==> src/verilog/bridge_pkg.sv <==
package bridge_pkg;

    // Word layout: 2-bit code above 32 data bits
    localparam int CMD_W  = 34;
    localparam int DATA_W = 32;
    localparam int ADDR_W = 30;

    // Command opcodes
    localparam logic [1:0] OP_SETADDR = 2'd0;
    localparam logic [1:0] OP_WRITE   = 2'd1;
    localparam logic [1:0] OP_READ    = 2'd2;

    // Response codes
    localparam logic [1:0] RSP_ACK  = 2'd1;
    localparam logic [1:0] RSP_DATA = 2'd2;
    localparam logic [1:0] RSP_ERR  = 2'd3;

    // 12 MHz / 115200 baud
    localparam int BAUD_DIV = 104;

    localparam int FRAME_BYTES = 5;
    localparam int REG_COUNT   = 16;

endpackage

==> src/verilog/uart_rx.sv <==
`timescale 1ns/100ps

module uart_rx (
    input  logic       i_clk_12Mhz,
    input  logic       i_rst,
    input  logic       i_rx,
    output logic [7:0] o_byte,
    output logic       o_byte_stb
);
    import bridge_pkg::*;

    typedef enum logic [1:0] {RX_IDLE, RX_START, RX_DATA, RX_STOP} rx_state_t;
    typedef logic [$clog2(BAUD_DIV)-1:0] baud_cnt_t;

    rx_state_t  state;
    logic [2:0] rx_sync;
    baud_cnt_t  baud_cnt;
    logic [2:0] bit_idx;
    logic [7:0] shift;

    assign o_byte = shift;

    // Bits 0..1 synchronize, bit 2 keeps the previous level for edge detection
    always_ff @(posedge i_clk_12Mhz) begin
        if (i_rst) begin
            rx_sync <= 3'b111;
        end else begin
            rx_sync <= {rx_sync[1:0], i_rx};
        end
    end

    always_ff @(posedge i_clk_12Mhz) begin
        if (i_rst) begin
            state      <= RX_IDLE;
            baud_cnt   <= '0;
            bit_idx    <= '0;
            o_byte_stb <= 1'b0;
        end else begin
            o_byte_stb <= 1'b0;
            if (state != RX_IDLE && baud_cnt != '0) begin
                baud_cnt <= baud_cnt - 1'b1;
            end else begin
                case (state)
                    RX_IDLE: begin
                        if (rx_sync[2] && !rx_sync[1]) begin
                            state    <= RX_START;
                            baud_cnt <= baud_cnt_t'(BAUD_DIV / 2 - 1);
                        end
                    end
                    RX_START: begin
                        // Glitch filter: start bit must still be low mid-bit
                        state    <= rx_sync[1] ? RX_IDLE : RX_DATA;
                        baud_cnt <= baud_cnt_t'(BAUD_DIV - 1);
                        bit_idx  <= '0;
                    end
                    RX_DATA: begin
                        baud_cnt <= baud_cnt_t'(BAUD_DIV - 1);
                        bit_idx  <= bit_idx + 1'b1;
                        if (bit_idx == 3'd7) begin
                            state <= RX_STOP;
                        end
                    end
                    default: begin
                        o_byte_stb <= rx_sync[1];
                        state      <= RX_IDLE;
                    end
                endcase
            end
        end
    end

    // LSB arrives first
    always_ff @(posedge i_clk_12Mhz) begin
        if (state == RX_DATA && baud_cnt == '0) begin
            shift <= {rx_sync[1], shift[7:1]};
        end
    end

endmodule

==> src/verilog/uart_tx.sv <==
`timescale 1ns/100ps

module uart_tx (
    input  logic       i_clk_12Mhz,
    input  logic       i_rst,
    input  logic       i_start,
    input  logic [7:0] i_byte,
    output logic       o_tx,
    output logic       o_busy
);
    import bridge_pkg::*;

    typedef logic [$clog2(BAUD_DIV)-1:0] baud_cnt_t;

    baud_cnt_t  baud_cnt;
    logic [3:0] bit_cnt;
    logic [8:0] shift;

    always_ff @(posedge i_clk_12Mhz) begin
        if (i_rst) begin
            o_tx     <= 1'b1;
            o_busy   <= 1'b0;
            baud_cnt <= '0;
            bit_cnt  <= '0;
        end else if (!o_busy) begin
            if (i_start) begin
                o_tx     <= 1'b0;
                o_busy   <= 1'b1;
                baud_cnt <= baud_cnt_t'(BAUD_DIV - 1);
                bit_cnt  <= '0;
            end
        end else if (baud_cnt != '0) begin
            baud_cnt <= baud_cnt - 1'b1;
        end else if (bit_cnt == 4'd9) begin
            // End of stop bit
            o_busy <= 1'b0;
        end else begin
            o_tx     <= shift[0];
            bit_cnt  <= bit_cnt + 1'b1;
            baud_cnt <= baud_cnt_t'(BAUD_DIV - 1);
        end
    end

    // Data bits then the stop bit, shifted in from the top
    always_ff @(posedge i_clk_12Mhz) begin
        if (!o_busy && i_start) begin
            shift <= {1'b1, i_byte};
        end else if (o_busy && baud_cnt == '0) begin
            shift <= {1'b1, shift[8:1]};
        end
    end

endmodule

==> src/verilog/cmd_decoder.sv <==
`timescale 1ns/100ps

module cmd_decoder (
    input  logic                         i_clk_12Mhz,
    input  logic                         i_rst,
    input  logic [7:0]                   i_byte,
    input  logic                         i_byte_stb,
    input  logic                         i_busy,
    output logic [bridge_pkg::CMD_W-1:0] o_cmd_word,
    output logic                         o_cmd_stb
);
    import bridge_pkg::*;

    typedef logic [$clog2(FRAME_BYTES)-1:0] byte_cnt_t;

    logic [8*FRAME_BYTES-1:0] shift;
    byte_cnt_t                count;
    logic                     take;

    // Bytes arriving while the master is busy are lost
    assign take       = i_byte_stb && !i_busy;
    assign o_cmd_word = shift[CMD_W-1:0];

    always_ff @(posedge i_clk_12Mhz) begin
        if (i_rst) begin
            count     <= '0;
            o_cmd_stb <= 1'b0;
        end else begin
            o_cmd_stb <= 1'b0;
            if (take) begin
                if (count == byte_cnt_t'(FRAME_BYTES - 1)) begin
                    count     <= '0;
                    o_cmd_stb <= 1'b1;
                end else begin
                    count <= count + 1'b1;
                end
            end
        end
    end

    // First byte ends up on top, so its low two bits land on the opcode
    always_ff @(posedge i_clk_12Mhz) begin
        if (take) begin
            shift <= {shift[8*FRAME_BYTES-9:0], i_byte};
        end
    end

endmodule

==> src/verilog/wb_master.sv <==
`timescale 1ns/100ps

module wb_master (
    input  logic                          i_clk_12Mhz,
    input  logic                          i_rst,
    input  logic                          i_cmd_stb,
    input  logic [bridge_pkg::CMD_W-1:0]  i_cmd_word,
    output logic                          o_cmd_busy,
    output logic                          o_wb_cyc,
    output logic                          o_wb_stb,
    output logic                          o_wb_we,
    output logic [bridge_pkg::ADDR_W-1:0] o_wb_addr,
    output logic [bridge_pkg::DATA_W-1:0] o_wb_data,
    input  logic                          i_wb_ack,
    input  logic                          i_wb_err,
    input  logic [bridge_pkg::DATA_W-1:0] i_wb_data,
    output logic                          o_rsp_stb,
    output logic [bridge_pkg::CMD_W-1:0]  o_rsp_word,
    input  logic                          i_rsp_busy
);
    import bridge_pkg::*;

    typedef enum logic [1:0] {M_IDLE, M_BUS, M_RSP} m_state_t;

    m_state_t          state;
    logic [ADDR_W-1:0] addr_q;
    logic [1:0]        opcode;
    logic              bus_cmd;
    logic              rsp_load;
    logic [CMD_W-1:0]  rsp_next;

    assign opcode     = i_cmd_word[CMD_W-1:DATA_W];
    assign bus_cmd    = opcode == OP_WRITE || opcode == OP_READ;
    assign o_wb_addr  = addr_q;
    assign o_cmd_busy = state != M_IDLE || o_rsp_stb;

    // Response source: immediate for set-address and bad opcodes, else bus result
    always_comb begin
        rsp_load = 1'b0;
        rsp_next = {RSP_ERR, {DATA_W{1'b0}}};
        if (state == M_IDLE && i_cmd_stb && !bus_cmd) begin
            rsp_load = 1'b1;
            if (opcode == OP_SETADDR) begin
                rsp_next = {RSP_ACK, {DATA_W{1'b0}}};
            end
        end else if (state == M_BUS && (i_wb_ack || i_wb_err)) begin
            rsp_load = 1'b1;
            if (i_wb_ack) begin
                rsp_next = o_wb_we ? {RSP_ACK, {DATA_W{1'b0}}} : {RSP_DATA, i_wb_data};
            end
        end
    end

    always_ff @(posedge i_clk_12Mhz) begin
        if (i_rst) begin
            state      <= M_IDLE;
            addr_q     <= '0;
            o_wb_cyc   <= 1'b0;
            o_wb_stb   <= 1'b0;
            o_wb_we    <= 1'b0;
            o_wb_data  <= '0;
            o_rsp_stb  <= 1'b0;
            o_rsp_word <= '0;
        end else begin
            o_wb_stb  <= 1'b0;
            o_rsp_stb <= 1'b0;
            case (state)
                M_IDLE: begin
                    if (i_cmd_stb && opcode == OP_SETADDR) begin
                        addr_q <= i_cmd_word[ADDR_W-1:0];
                    end else if (i_cmd_stb && bus_cmd) begin
                        state     <= M_BUS;
                        o_wb_cyc  <= 1'b1;
                        o_wb_stb  <= 1'b1;
                        o_wb_we   <= opcode == OP_WRITE;
                        o_wb_data <= i_cmd_word[DATA_W-1:0];
                    end
                end
                M_BUS: begin
                    if (i_wb_ack || i_wb_err) begin
                        o_wb_cyc <= 1'b0;
                    end
                    // Errors keep the address where it was
                    if (i_wb_ack) begin
                        addr_q <= addr_q + 1'b1;
                    end
                end
                M_RSP: begin
                    if (!i_rsp_busy) begin
                        o_rsp_stb <= 1'b1;
                        state     <= M_IDLE;
                    end
                end
                default: state <= M_IDLE;
            endcase
            if (rsp_load) begin
                o_rsp_word <= rsp_next;
                if (i_rsp_busy) begin
                    state <= M_RSP;
                end else begin
                    o_rsp_stb <= 1'b1;
                    state     <= M_IDLE;
                end
            end
        end
    end

endmodule

==> src/verilog/wb_regfile.sv <==
`timescale 1ns/100ps

module wb_regfile (
    input  logic                          i_clk_12Mhz,
    input  logic                          i_rst,
    input  logic                          i_wb_cyc,
    input  logic                          i_wb_stb,
    input  logic                          i_wb_we,
    input  logic [bridge_pkg::ADDR_W-1:0] i_wb_addr,
    input  logic [bridge_pkg::DATA_W-1:0] i_wb_data,
    output logic                          o_wb_ack,
    output logic                          o_wb_err,
    output logic [bridge_pkg::DATA_W-1:0] o_wb_data,
    output logic [7:0]                    o_leds
);
    import bridge_pkg::*;

    logic [DATA_W-1:0]            regs [REG_COUNT];
    logic [$clog2(REG_COUNT)-1:0] idx;
    logic                         access;
    logic                         in_range;

    assign access   = i_wb_cyc && i_wb_stb;
    assign in_range = i_wb_addr < ADDR_W'(REG_COUNT);
    assign idx      = i_wb_addr[$clog2(REG_COUNT)-1:0];
    assign o_leds   = regs[0][7:0];

    always_ff @(posedge i_clk_12Mhz) begin
        if (i_rst) begin
            o_wb_ack <= 1'b0;
            o_wb_err <= 1'b0;
            for (int i = 0; i < REG_COUNT; i++) begin
                regs[i] <= '0;
            end
        end else begin
            o_wb_ack <= access && in_range;
            o_wb_err <= access && !in_range;
            if (access && in_range && i_wb_we) begin
                regs[idx] <= i_wb_data;
            end
        end
    end

    // Out-of-range reads return zero
    always_ff @(posedge i_clk_12Mhz) begin
        if (access) begin
            o_wb_data <= (in_range && !i_wb_we) ? regs[idx] : '0;
        end
    end

endmodule

==> src/verilog/rsp_encoder.sv <==
`timescale 1ns/100ps

module rsp_encoder (
    input  logic                         i_clk_12Mhz,
    input  logic                         i_rst,
    input  logic                         i_rsp_stb,
    input  logic [bridge_pkg::CMD_W-1:0] i_rsp_word,
    output logic                         o_busy,
    output logic [7:0]                   o_tx_byte,
    output logic                         o_tx_start,
    input  logic                         i_tx_busy
);
    import bridge_pkg::*;

    typedef enum logic [1:0] {E_IDLE, E_SEND, E_DRAIN} e_state_t;
    typedef logic [$clog2(FRAME_BYTES+1)-1:0] left_cnt_t;

    e_state_t                 state;
    left_cnt_t                left;
    logic [8*FRAME_BYTES-1:0] shift;
    logic                     tx_ready;

    // The transmitter raises busy one cycle after a start, so skip that cycle
    assign tx_ready  = !o_tx_start && !i_tx_busy;
    assign o_busy    = state != E_IDLE;
    assign o_tx_byte = shift[8*FRAME_BYTES-1 -: 8];

    always_ff @(posedge i_clk_12Mhz) begin
        if (i_rst) begin
            state      <= E_IDLE;
            left       <= '0;
            o_tx_start <= 1'b0;
        end else begin
            o_tx_start <= 1'b0;
            case (state)
                E_IDLE: begin
                    if (i_rsp_stb) begin
                        state <= E_SEND;
                        left  <= left_cnt_t'(FRAME_BYTES);
                    end
                end
                E_SEND: begin
                    if (tx_ready) begin
                        o_tx_start <= 1'b1;
                        left       <= left - 1'b1;
                        if (left == left_cnt_t'(1)) begin
                            state <= E_DRAIN;
                        end
                    end
                end
                E_DRAIN: begin
                    if (tx_ready) begin
                        state <= E_IDLE;
                    end
                end
                default: state <= E_IDLE;
            endcase
        end
    end

    // Code byte on top, then data MSB first
    always_ff @(posedge i_clk_12Mhz) begin
        if (state == E_IDLE && i_rsp_stb) begin
            shift <= {{(8*FRAME_BYTES-CMD_W){1'b0}}, i_rsp_word};
        end else if (o_tx_start) begin
            shift <= {shift[8*FRAME_BYTES-9:0], 8'h00};
        end
    end

endmodule

==> src/verilog/uart_wb_bridge.sv <==
`timescale 1ns/100ps

module uart_wb_bridge (
    input  logic       i_clk_12Mhz,
    input  logic       i_rst,
    input  logic       i_uart_rx,
    output logic       o_uart_tx,
    output logic [7:0] o_leds
);
    import bridge_pkg::*;

    logic [7:0]        rx_byte;
    logic              rx_byte_stb;
    logic [CMD_W-1:0]  cmd_word;
    logic              cmd_stb;
    logic              cmd_busy;
    logic              wb_cyc;
    logic              wb_stb;
    logic              wb_we;
    logic [ADDR_W-1:0] wb_addr;
    logic [DATA_W-1:0] wb_wdata;
    logic [DATA_W-1:0] wb_rdata;
    logic              wb_ack;
    logic              wb_err;
    logic [CMD_W-1:0]  rsp_word;
    logic              rsp_stb;
    logic              rsp_busy;
    logic [7:0]        tx_byte;
    logic              tx_start;
    logic              tx_busy;

    uart_rx u_uart_rx (
        .i_clk_12Mhz (i_clk_12Mhz),
        .i_rst       (i_rst),
        .i_rx        (i_uart_rx),
        .o_byte      (rx_byte),
        .o_byte_stb  (rx_byte_stb)
    );

    cmd_decoder u_cmd_decoder (
        .i_clk_12Mhz (i_clk_12Mhz),
        .i_rst       (i_rst),
        .i_byte      (rx_byte),
        .i_byte_stb  (rx_byte_stb),
        .i_busy      (cmd_busy),
        .o_cmd_word  (cmd_word),
        .o_cmd_stb   (cmd_stb)
    );

    wb_master u_wb_master (
        .i_clk_12Mhz (i_clk_12Mhz),
        .i_rst       (i_rst),
        .i_cmd_stb   (cmd_stb),
        .i_cmd_word  (cmd_word),
        .o_cmd_busy  (cmd_busy),
        .o_wb_cyc    (wb_cyc),
        .o_wb_stb    (wb_stb),
        .o_wb_we     (wb_we),
        .o_wb_addr   (wb_addr),
        .o_wb_data   (wb_wdata),
        .i_wb_ack    (wb_ack),
        .i_wb_err    (wb_err),
        .i_wb_data   (wb_rdata),
        .o_rsp_stb   (rsp_stb),
        .o_rsp_word  (rsp_word),
        .i_rsp_busy  (rsp_busy)
    );

    wb_regfile u_wb_regfile (
        .i_clk_12Mhz (i_clk_12Mhz),
        .i_rst       (i_rst),
        .i_wb_cyc    (wb_cyc),
        .i_wb_stb    (wb_stb),
        .i_wb_we     (wb_we),
        .i_wb_addr   (wb_addr),
        .i_wb_data   (wb_wdata),
        .o_wb_ack    (wb_ack),
        .o_wb_err    (wb_err),
        .o_wb_data   (wb_rdata),
        .o_leds      (o_leds)
    );

    rsp_encoder u_rsp_encoder (
        .i_clk_12Mhz (i_clk_12Mhz),
        .i_rst       (i_rst),
        .i_rsp_stb   (rsp_stb),
        .i_rsp_word  (rsp_word),
        .o_busy      (rsp_busy),
        .o_tx_byte   (tx_byte),
        .o_tx_start  (tx_start),
        .i_tx_busy   (tx_busy)
    );

    uart_tx u_uart_tx (
        .i_clk_12Mhz (i_clk_12Mhz),
        .i_rst       (i_rst),
        .i_start     (tx_start),
        .i_byte      (tx_byte),
        .o_tx        (o_uart_tx),
        .o_busy      (tx_busy)
    );

endmodule

==> config.mk <==
export PLATFORM = sky130hd
export DESIGN_NAME = uart_wb_bridge
export DESIGN_NICKNAME = d
export VERILOG_FILES = /design/src/verilog/bridge_pkg.sv /design/src/verilog/uart_rx.sv /design/src/verilog/uart_tx.sv /design/src/verilog/cmd_decoder.sv /design/src/verilog/wb_master.sv /design/src/verilog/wb_regfile.sv /design/src/verilog/rsp_encoder.sv /design/src/verilog/uart_wb_bridge.sv
export SDC_FILE = /design/constraint.sdc
export NUM_CORES = 1
export LEC_CHECK = 0
export ABC_CLOCK_PERIOD_IN_PS = 5500
export BUFFER_PORTS_ARGS = -buffer_cell sky130_fd_sc_hd__clkbuf_2
export CAP_MARGIN = 20
export CORE_UTILIZATION = 61
export CTS_CLUSTER_SIZE = 24
export DETAILED_ROUTE_END_ITERATION = 10
export PLACE_DENSITY = 0.77
export SYNTH_ARGS = -nofsm -noshare
export SYNTH_HDL_FRONTEND = slang
export SYNTH_SLANG_ARGS = --single-unit
==> constraint.sdc <==
create_clock -name i_clk_12Mhz -period 5.5 [get_ports i_clk_12Mhz]
set_clock_uncertainty 0.05 [all_clocks]
set_input_delay 0.55 -clock i_clk_12Mhz [delete_from_list [all_inputs] [get_ports i_clk_12Mhz]]
set_output_delay 0.55 -clock i_clk_12Mhz [all_outputs]
set_load 0.01 [all_outputs]
==> metrics.csv, run 1 <==
metric;value;unit
status;complete, no violations;
WL per Instance;25.7;um
min-delay worst type;in2reg;
initial antenna violation count;2;
CTS H-Tree Depth;3;
WHS Path Cells;2;
Leak Pwr;11.4;nW
Critical Path RT;5730;ps
number of distinct library cells after synthesis;74;
cell count after synthesis;2622;
Avg Cell Area, Syn;12.6;um2
Sequential Power Share;54.9;%
clk root buf;clkbuf_16;
Post-CTS Setup Bufs;0;
Seq/Total Area, Yosys;65.9;%
Num CTS Buffers;78;
most common cell after layout, fill and taps aside;edfxtp_1;
Post-Syn Area;33100;um2
register area;21800;um2
layout cells sized above 1;13.8;%
DRT Pass-1 Iters;8;
Setup TNS;0;ps
Final setup viols;0;
clock tree sinks;777;
cts hold-fix bufs;0;
# Max-Cap Violations;0;
Initial Util;61.7;%
diode count;0;
FILL cells;3584;
multi-input logic area;10500;um2
I/O pin count;12;
Post-Layout Inst Area;36100;um2
prevailing post-synth register cell;edfxtp_1;
number of synthesized flops with an enable pin;628;
GRT Overall Usage;31.1;%
largest net degree at the start of global routing;94;
Via density;6.66;
post_cts resized;0;
final hold violations;0;
detailed-route via count;22100;
crit start category;flip-flop;
DRC errors left;0;
Initial DRC Count;2740;
min Tclk post-route;3960;ps
Pwr Density;332;nW/um2
first-pass GRT wire length;129000;um
#FFs+latches synth;777;
critical path arrival;4190;ps
Rows;85;
Routability Congestion;0.869;
Crit Path Category;reg2reg;
Clk pwr share;41.9;%
vias in the first global route;21800;
warning count from the yosys run;0;
most frequent cells in the layout;edfxtp_1 (628), nor2_1 (611), nand2_1 (342);
nets;2581;
post-route insts no fill;3314;
Syn Nets;2646;
fin. max-slew vios;0;
cells on worst reg2reg path;8;
total grt overflow;0;
Slew headroom;24.9;%
core area;53700;um2
HPWL Detailed;49900;um
DP Cell Count;3169;
die area;55300;um2
TritonCTS clock tree;built;
achievable frequency;252;MHz
fin crit share;72.1;%
maximum buffer depth of the clock tree;3;
port buffer count;11;
Worst-Skew Late Latency;620;ps
crit path max fanout;36;
actual slew at the worst max-slew pin;1130;ps
RSZ-0062 raised after global routing;false;
Area Growth Syn to Fin;8.89;%
P_sw;2.54;mW
placed inst area;33600;um2
Internal;9.44;mW
CP Capture Type;flip-flop;
Net Sw Frac;21.2;%
routed wire length;85200;um
die height;235;um
clk slew on worst S/H paths;60;ps
maximum vdd drop;0.276;mV
post-route ant nets;0;
combinational share of power;3.1;%
async set-reset flop share out of synthesis;0;%
Die Width;235;um
-- synthesized netlist by cell type (all sizes together) (4+ instances only) --
master	n	area share, %
nand2b	6	0.11
dfxtp	149	9.0
and2	7	0.13
a22oi	99	2.2
a311o	4	0.12
edfxtp	628	57
nor2b	8	0.15
clkbuf	113	1.3
a31oi	6	0.11
mux4	128	8.7
ha	21	0.79
inv	22	0.25
xor2	6	0.16
mux2	27	0.92
and3	24	0.45
mux2i	11	0.33
nor3	22	0.35
or2	5	0.094
nand4	17	0.37
or3	4	0.075
a311oi	4	0.11
nand3	30	0.56
buf	82	1.3
and4	4	0.11
nor2	613	6.9
o21ai	30	0.45
nand2	345	3.9
o22ai	6	0.11
nand3b	7	0.16
nor4	19	0.44
a21oi	110	1.7
nand4b	4	0.11
a21o	14	0.32
a211oi	4	0.091
-- final cells by class --
class | instances | share of cell area [%]
flip-flops and latches | 777 | 60.5
multi-input cells | 1628 | 29.0
clock buffers | 113 | 6.08
well taps | 696 | 2.41
repair buffers | 50 | 1.21
clock inverters | 28 | 0.503
inverters | 22 | 0.229
-- state kept, by name, summed over array words and instances (netlist names), 3 cells and up --
name,count
u_cmd_decoder.shift,34
u_wb_regfile.regs,512
u_wb_master.o_wb_data,32
u_uart_tx.baud_cnt,7
u_wb_master.o_wb_addr,30
u_uart_tx.bit_cnt,4
u_rsp_encoder.shift,40
u_wb_master.o_rsp_word,34
u_cmd_decoder.count,3
u_uart_rx.o_byte,8
u_uart_rx.rx_sync,3
u_uart_tx.shift,8
u_wb_regfile.o_wb_data,32
u_uart_rx.bit_idx,3
u_rsp_encoder.left,3
u_uart_rx.baud_cnt,7
-- logic make-up after synthesis --
group	count (synthesis)	synth area share, %
buffers and inverters	217	2.87
AO/OA/AOI/OAI	305	5.98
flip-flops	777	65.9
adder cells (fa/ha/maj)	21	0.793
AND/OR/NAND/NOR	1130	14.4
multiplexers	166	9.95
XOR/XNOR	6	0.159
-- routing by layer --
layer / vias to the layer above / wire length [um] / GRT usage, % / share of wire [%]
met2: 1521 / 41500 / 50.6 / 49
met3: 249 / 9820 / 6.72 / 12
met1: 10900 / 30000 / 39.6 / 35
met4: 4 / 3930 / 15.8 / 4.6
li1: 9418 / - / - / -
met5: - / 23 / 0 / 0.027
-- power groups by stage --
stage	Combinational (mW)	Clock (mW)	Sequential [mW]
2_1_floorplan	0.247	0	6.67
3_3_place_gp	0.347	0	6.69
3_5_place_dp	0.362	0	6.71
4_1_cts	0.363	5.05	6.58
5_1_grt	0.399	5.27	6.59
6_report	0.375	5.02	6.58
-- critical path, stage by stage, from the launching register on --
cell	delay, ps
dfxtp_1	340
and2_2	140
buf_4	490
nand2_1	190
nor3_2	750
nand2_1	200
buf_4	360
o21ai_4	580
buf_4	470
-- stage by stage --
step,hold WS (ps),setup WS (ps),util (%),power [mW]
after CTS,68.1,1590,67.1,12.0
final,88.9,1540,67.2,12.0
after detailed placement,358,1710,62.6,7.07
after global placement,353,1790,62.6,7.04
after global routing,82.3,1410,67.2,12.3
after floorplan,339,760,-,6.91
-- worst paths after layout --
check | endpoint | start | slack, ps
worst max register to register | u_wb_regfile.regs[4][0]$_SDFFCE_PN0P_ | u_wb_master.o_wb_cyc$_SDFFE_PP0P_ | 1540
worst min-delay path | u_uart_rx.rx_sync[0]$_SDFF_PP1_ | i_uart_rx | 90
worst min register to register | u_uart_rx.rx_sync[1]$_SDFF_PP1_ | u_uart_rx.rx_sync[0]$_SDFF_PP1_ | 370
worst max-delay path | u_wb_regfile.regs[4][0]$_SDFFCE_PN0P_ | u_wb_master.o_wb_cyc$_SDFFE_PP0P_ | 1540
Power figures use the tool's default switching activity.
==> inputs of run 2 (changes only) <==
ABC_CLOCK_PERIOD_IN_PS = 3300   (was 5500)
CORE_UTILIZATION = 57   (was 61)
PLACE_DENSITY = 0.76   (was 0.77)
clock period = 3.3 ns   (was 5.5 ns; I/O delays follow)
==> metrics.csv, run 2 (synthesized netlist as in run 1, its figures left out) <==
metric;value;unit
most common cell after layout, fill and taps aside;edfxtp_1;
vias in the first global route;22100;
Initial Util;57.6;%
most frequent cells in the layout;edfxtp_1 (628), nor2_1 (611), nand2_1 (343);
layout cells sized above 1;15.4;%
Crit Path Category;reg2reg;
DP Cell Count;3277;
clk slew on worst S/H paths;60;ps
largest reg by FF count;u_wb_regfile.regs;
Critical Path RT;3570;ps
routed wire length;87700;um
die height;243;um
post-route ant nets;0;
critical path arrival;3380;ps
Slew headroom;23.3;%
port buffer count;11;
Area Growth Syn to Fin;11.1;%
Die Width;243;um
post_cts resized;0;
largest net degree at the start of global routing;97;
final hold violations;0;
actual slew at the worst max-slew pin;1150;ps
total grt overflow;0;
crit start category;flip-flop;
fin crit share;94.2;%
DRC errors left;0;
GRT Overall Usage;29.8;%
largest stage delay on the critical path;570;ps
CP bufs+invs;1;
fin. max-slew vios;0;
RSZ-0062 raised after global routing;false;
CP Capture Type;flip-flop;
Hold Slack;50.4;ps
Largest register FFs;512;
Final setup viols;0;
min-delay worst type;in2reg;
Rows;88;
post-route insts no fill;3422;
total power;20.5;mW
Post-CTS Setup Bufs;0;
CTS H-Tree Depth;3;
maximum vdd drop;0.376;mV
placed inst area;34300;um2
core area;57600;um2
clock tree sinks;777;
Setup TNS;0;ps
TritonCTS clock tree;built;
Leak Pwr;11.7;nW
Via density;6.53;
# Max-Cap Violations;0;
die area;59100;um2
Pwr Density;558;nW/um2
maximum buffer depth of the clock tree;3;
Routability Congestion;0.901;
crit path max fanout;24;
cts hold-fix bufs;1;
first-pass GRT wire length;132000;um
Post-Layout Inst Area;36800;um2
clk root buf;clkbuf_16;
detailed-route via count;22300;
DRT Pass-1 Iters;5;
CP Cell Sequence;nor4_1 -> nand4_1 -> nor3_2 -> and3_1 -> a21o_2 -> buf_12;
initial antenna violation count;1;
CP max-delay cell;nor3_2;
achievable frequency;322;MHz
min Tclk post-route;3110;ps
Num CTS Buffers;79;
Worst-Skew Late Latency;630;ps
CP delay by family, top;simple AND/OR/NAND/NOR gates;
HPWL Detailed;54500;um
largest registers;u_wb_regfile.regs (512), u_rsp_encoder.shift (40);
I/O pin count;12;
nets;2618;
status;complete, no violations;
WL per Instance;25.6;um
Initial DRC Count;2864;
[run 2: path summary, 6_finish.rpt]
kind	from	to	slack (ps)	cells past startpoint
setup / recovery	u_wb_master.o_wb_addr[4]$_SDFFE_PP0P_	u_wb_regfile.regs[10][23]$_SDFFCE_PN0P_	190	6
hold / removal	i_rst	u_wb_regfile.o_wb_err$_SDFF_PP0_	50	4
setup reg to reg	u_wb_master.o_wb_addr[4]$_SDFFE_PP0P_	u_wb_regfile.regs[10][23]$_SDFFCE_PN0P_	190	6
hold reg to reg	u_uart_rx.rx_sync[0]$_SDFF_PP1_	u_uart_rx.rx_sync[1]$_SDFF_PP1_	360	1
[run 2: worst register-to-register path, stage by stage (launching register included)]
cell and delay (ps):
dfxtp_1 390, nor4_1 400, nand4_1 290, nor3_2 570, and3_1 440, a21o_2 380, buf_12 270
[run 2: per-stage QoR]
stage	worst slack [ps]	utilization, %
after floorplan	29.8	-
after global placement	425	59.5
after detailed placement	312	59.5
after CTS	301	63.9
after global routing	119	63.9
final	190	63.9
[run 2: metal layers]
layer / vias up / GRT usage, % / wire length (um) / share of wire (%)
li1: 9500 / - / - / -
met1: 11100 / 38.8 / 31700 / 36
met2: 1473 / 48.6 / 42500 / 49
met3: 261 / 5.34 / 9360 / 11
met4: 0 / 14.5 / 4120 / 4.7
met5: - / 0 / 0 / 0
[run 2: power by group]
part           switching, mW  internal (mW)  leakage [nW]
sequential             0.138           10.8          7.49
clock                   3.76           5.16          1.24
combinational          0.425          0.229          2.99
total                   4.33           16.2          11.7
[run 2: layout make-up]
type | instances | area [um2]
Antenna cell | 1 | 2.50
Clock buffer | 98 | 2060
Clock inverter | 45 | 493
Fill cell | 3971 | 20800
Inverter | 22 | 82.6
Multi-Input combinational cell | 1628 | 10500
Sequential cell | 777 | 21800
Tap cell | 765 | 957
Timing Repair Buffer | 86 | 898
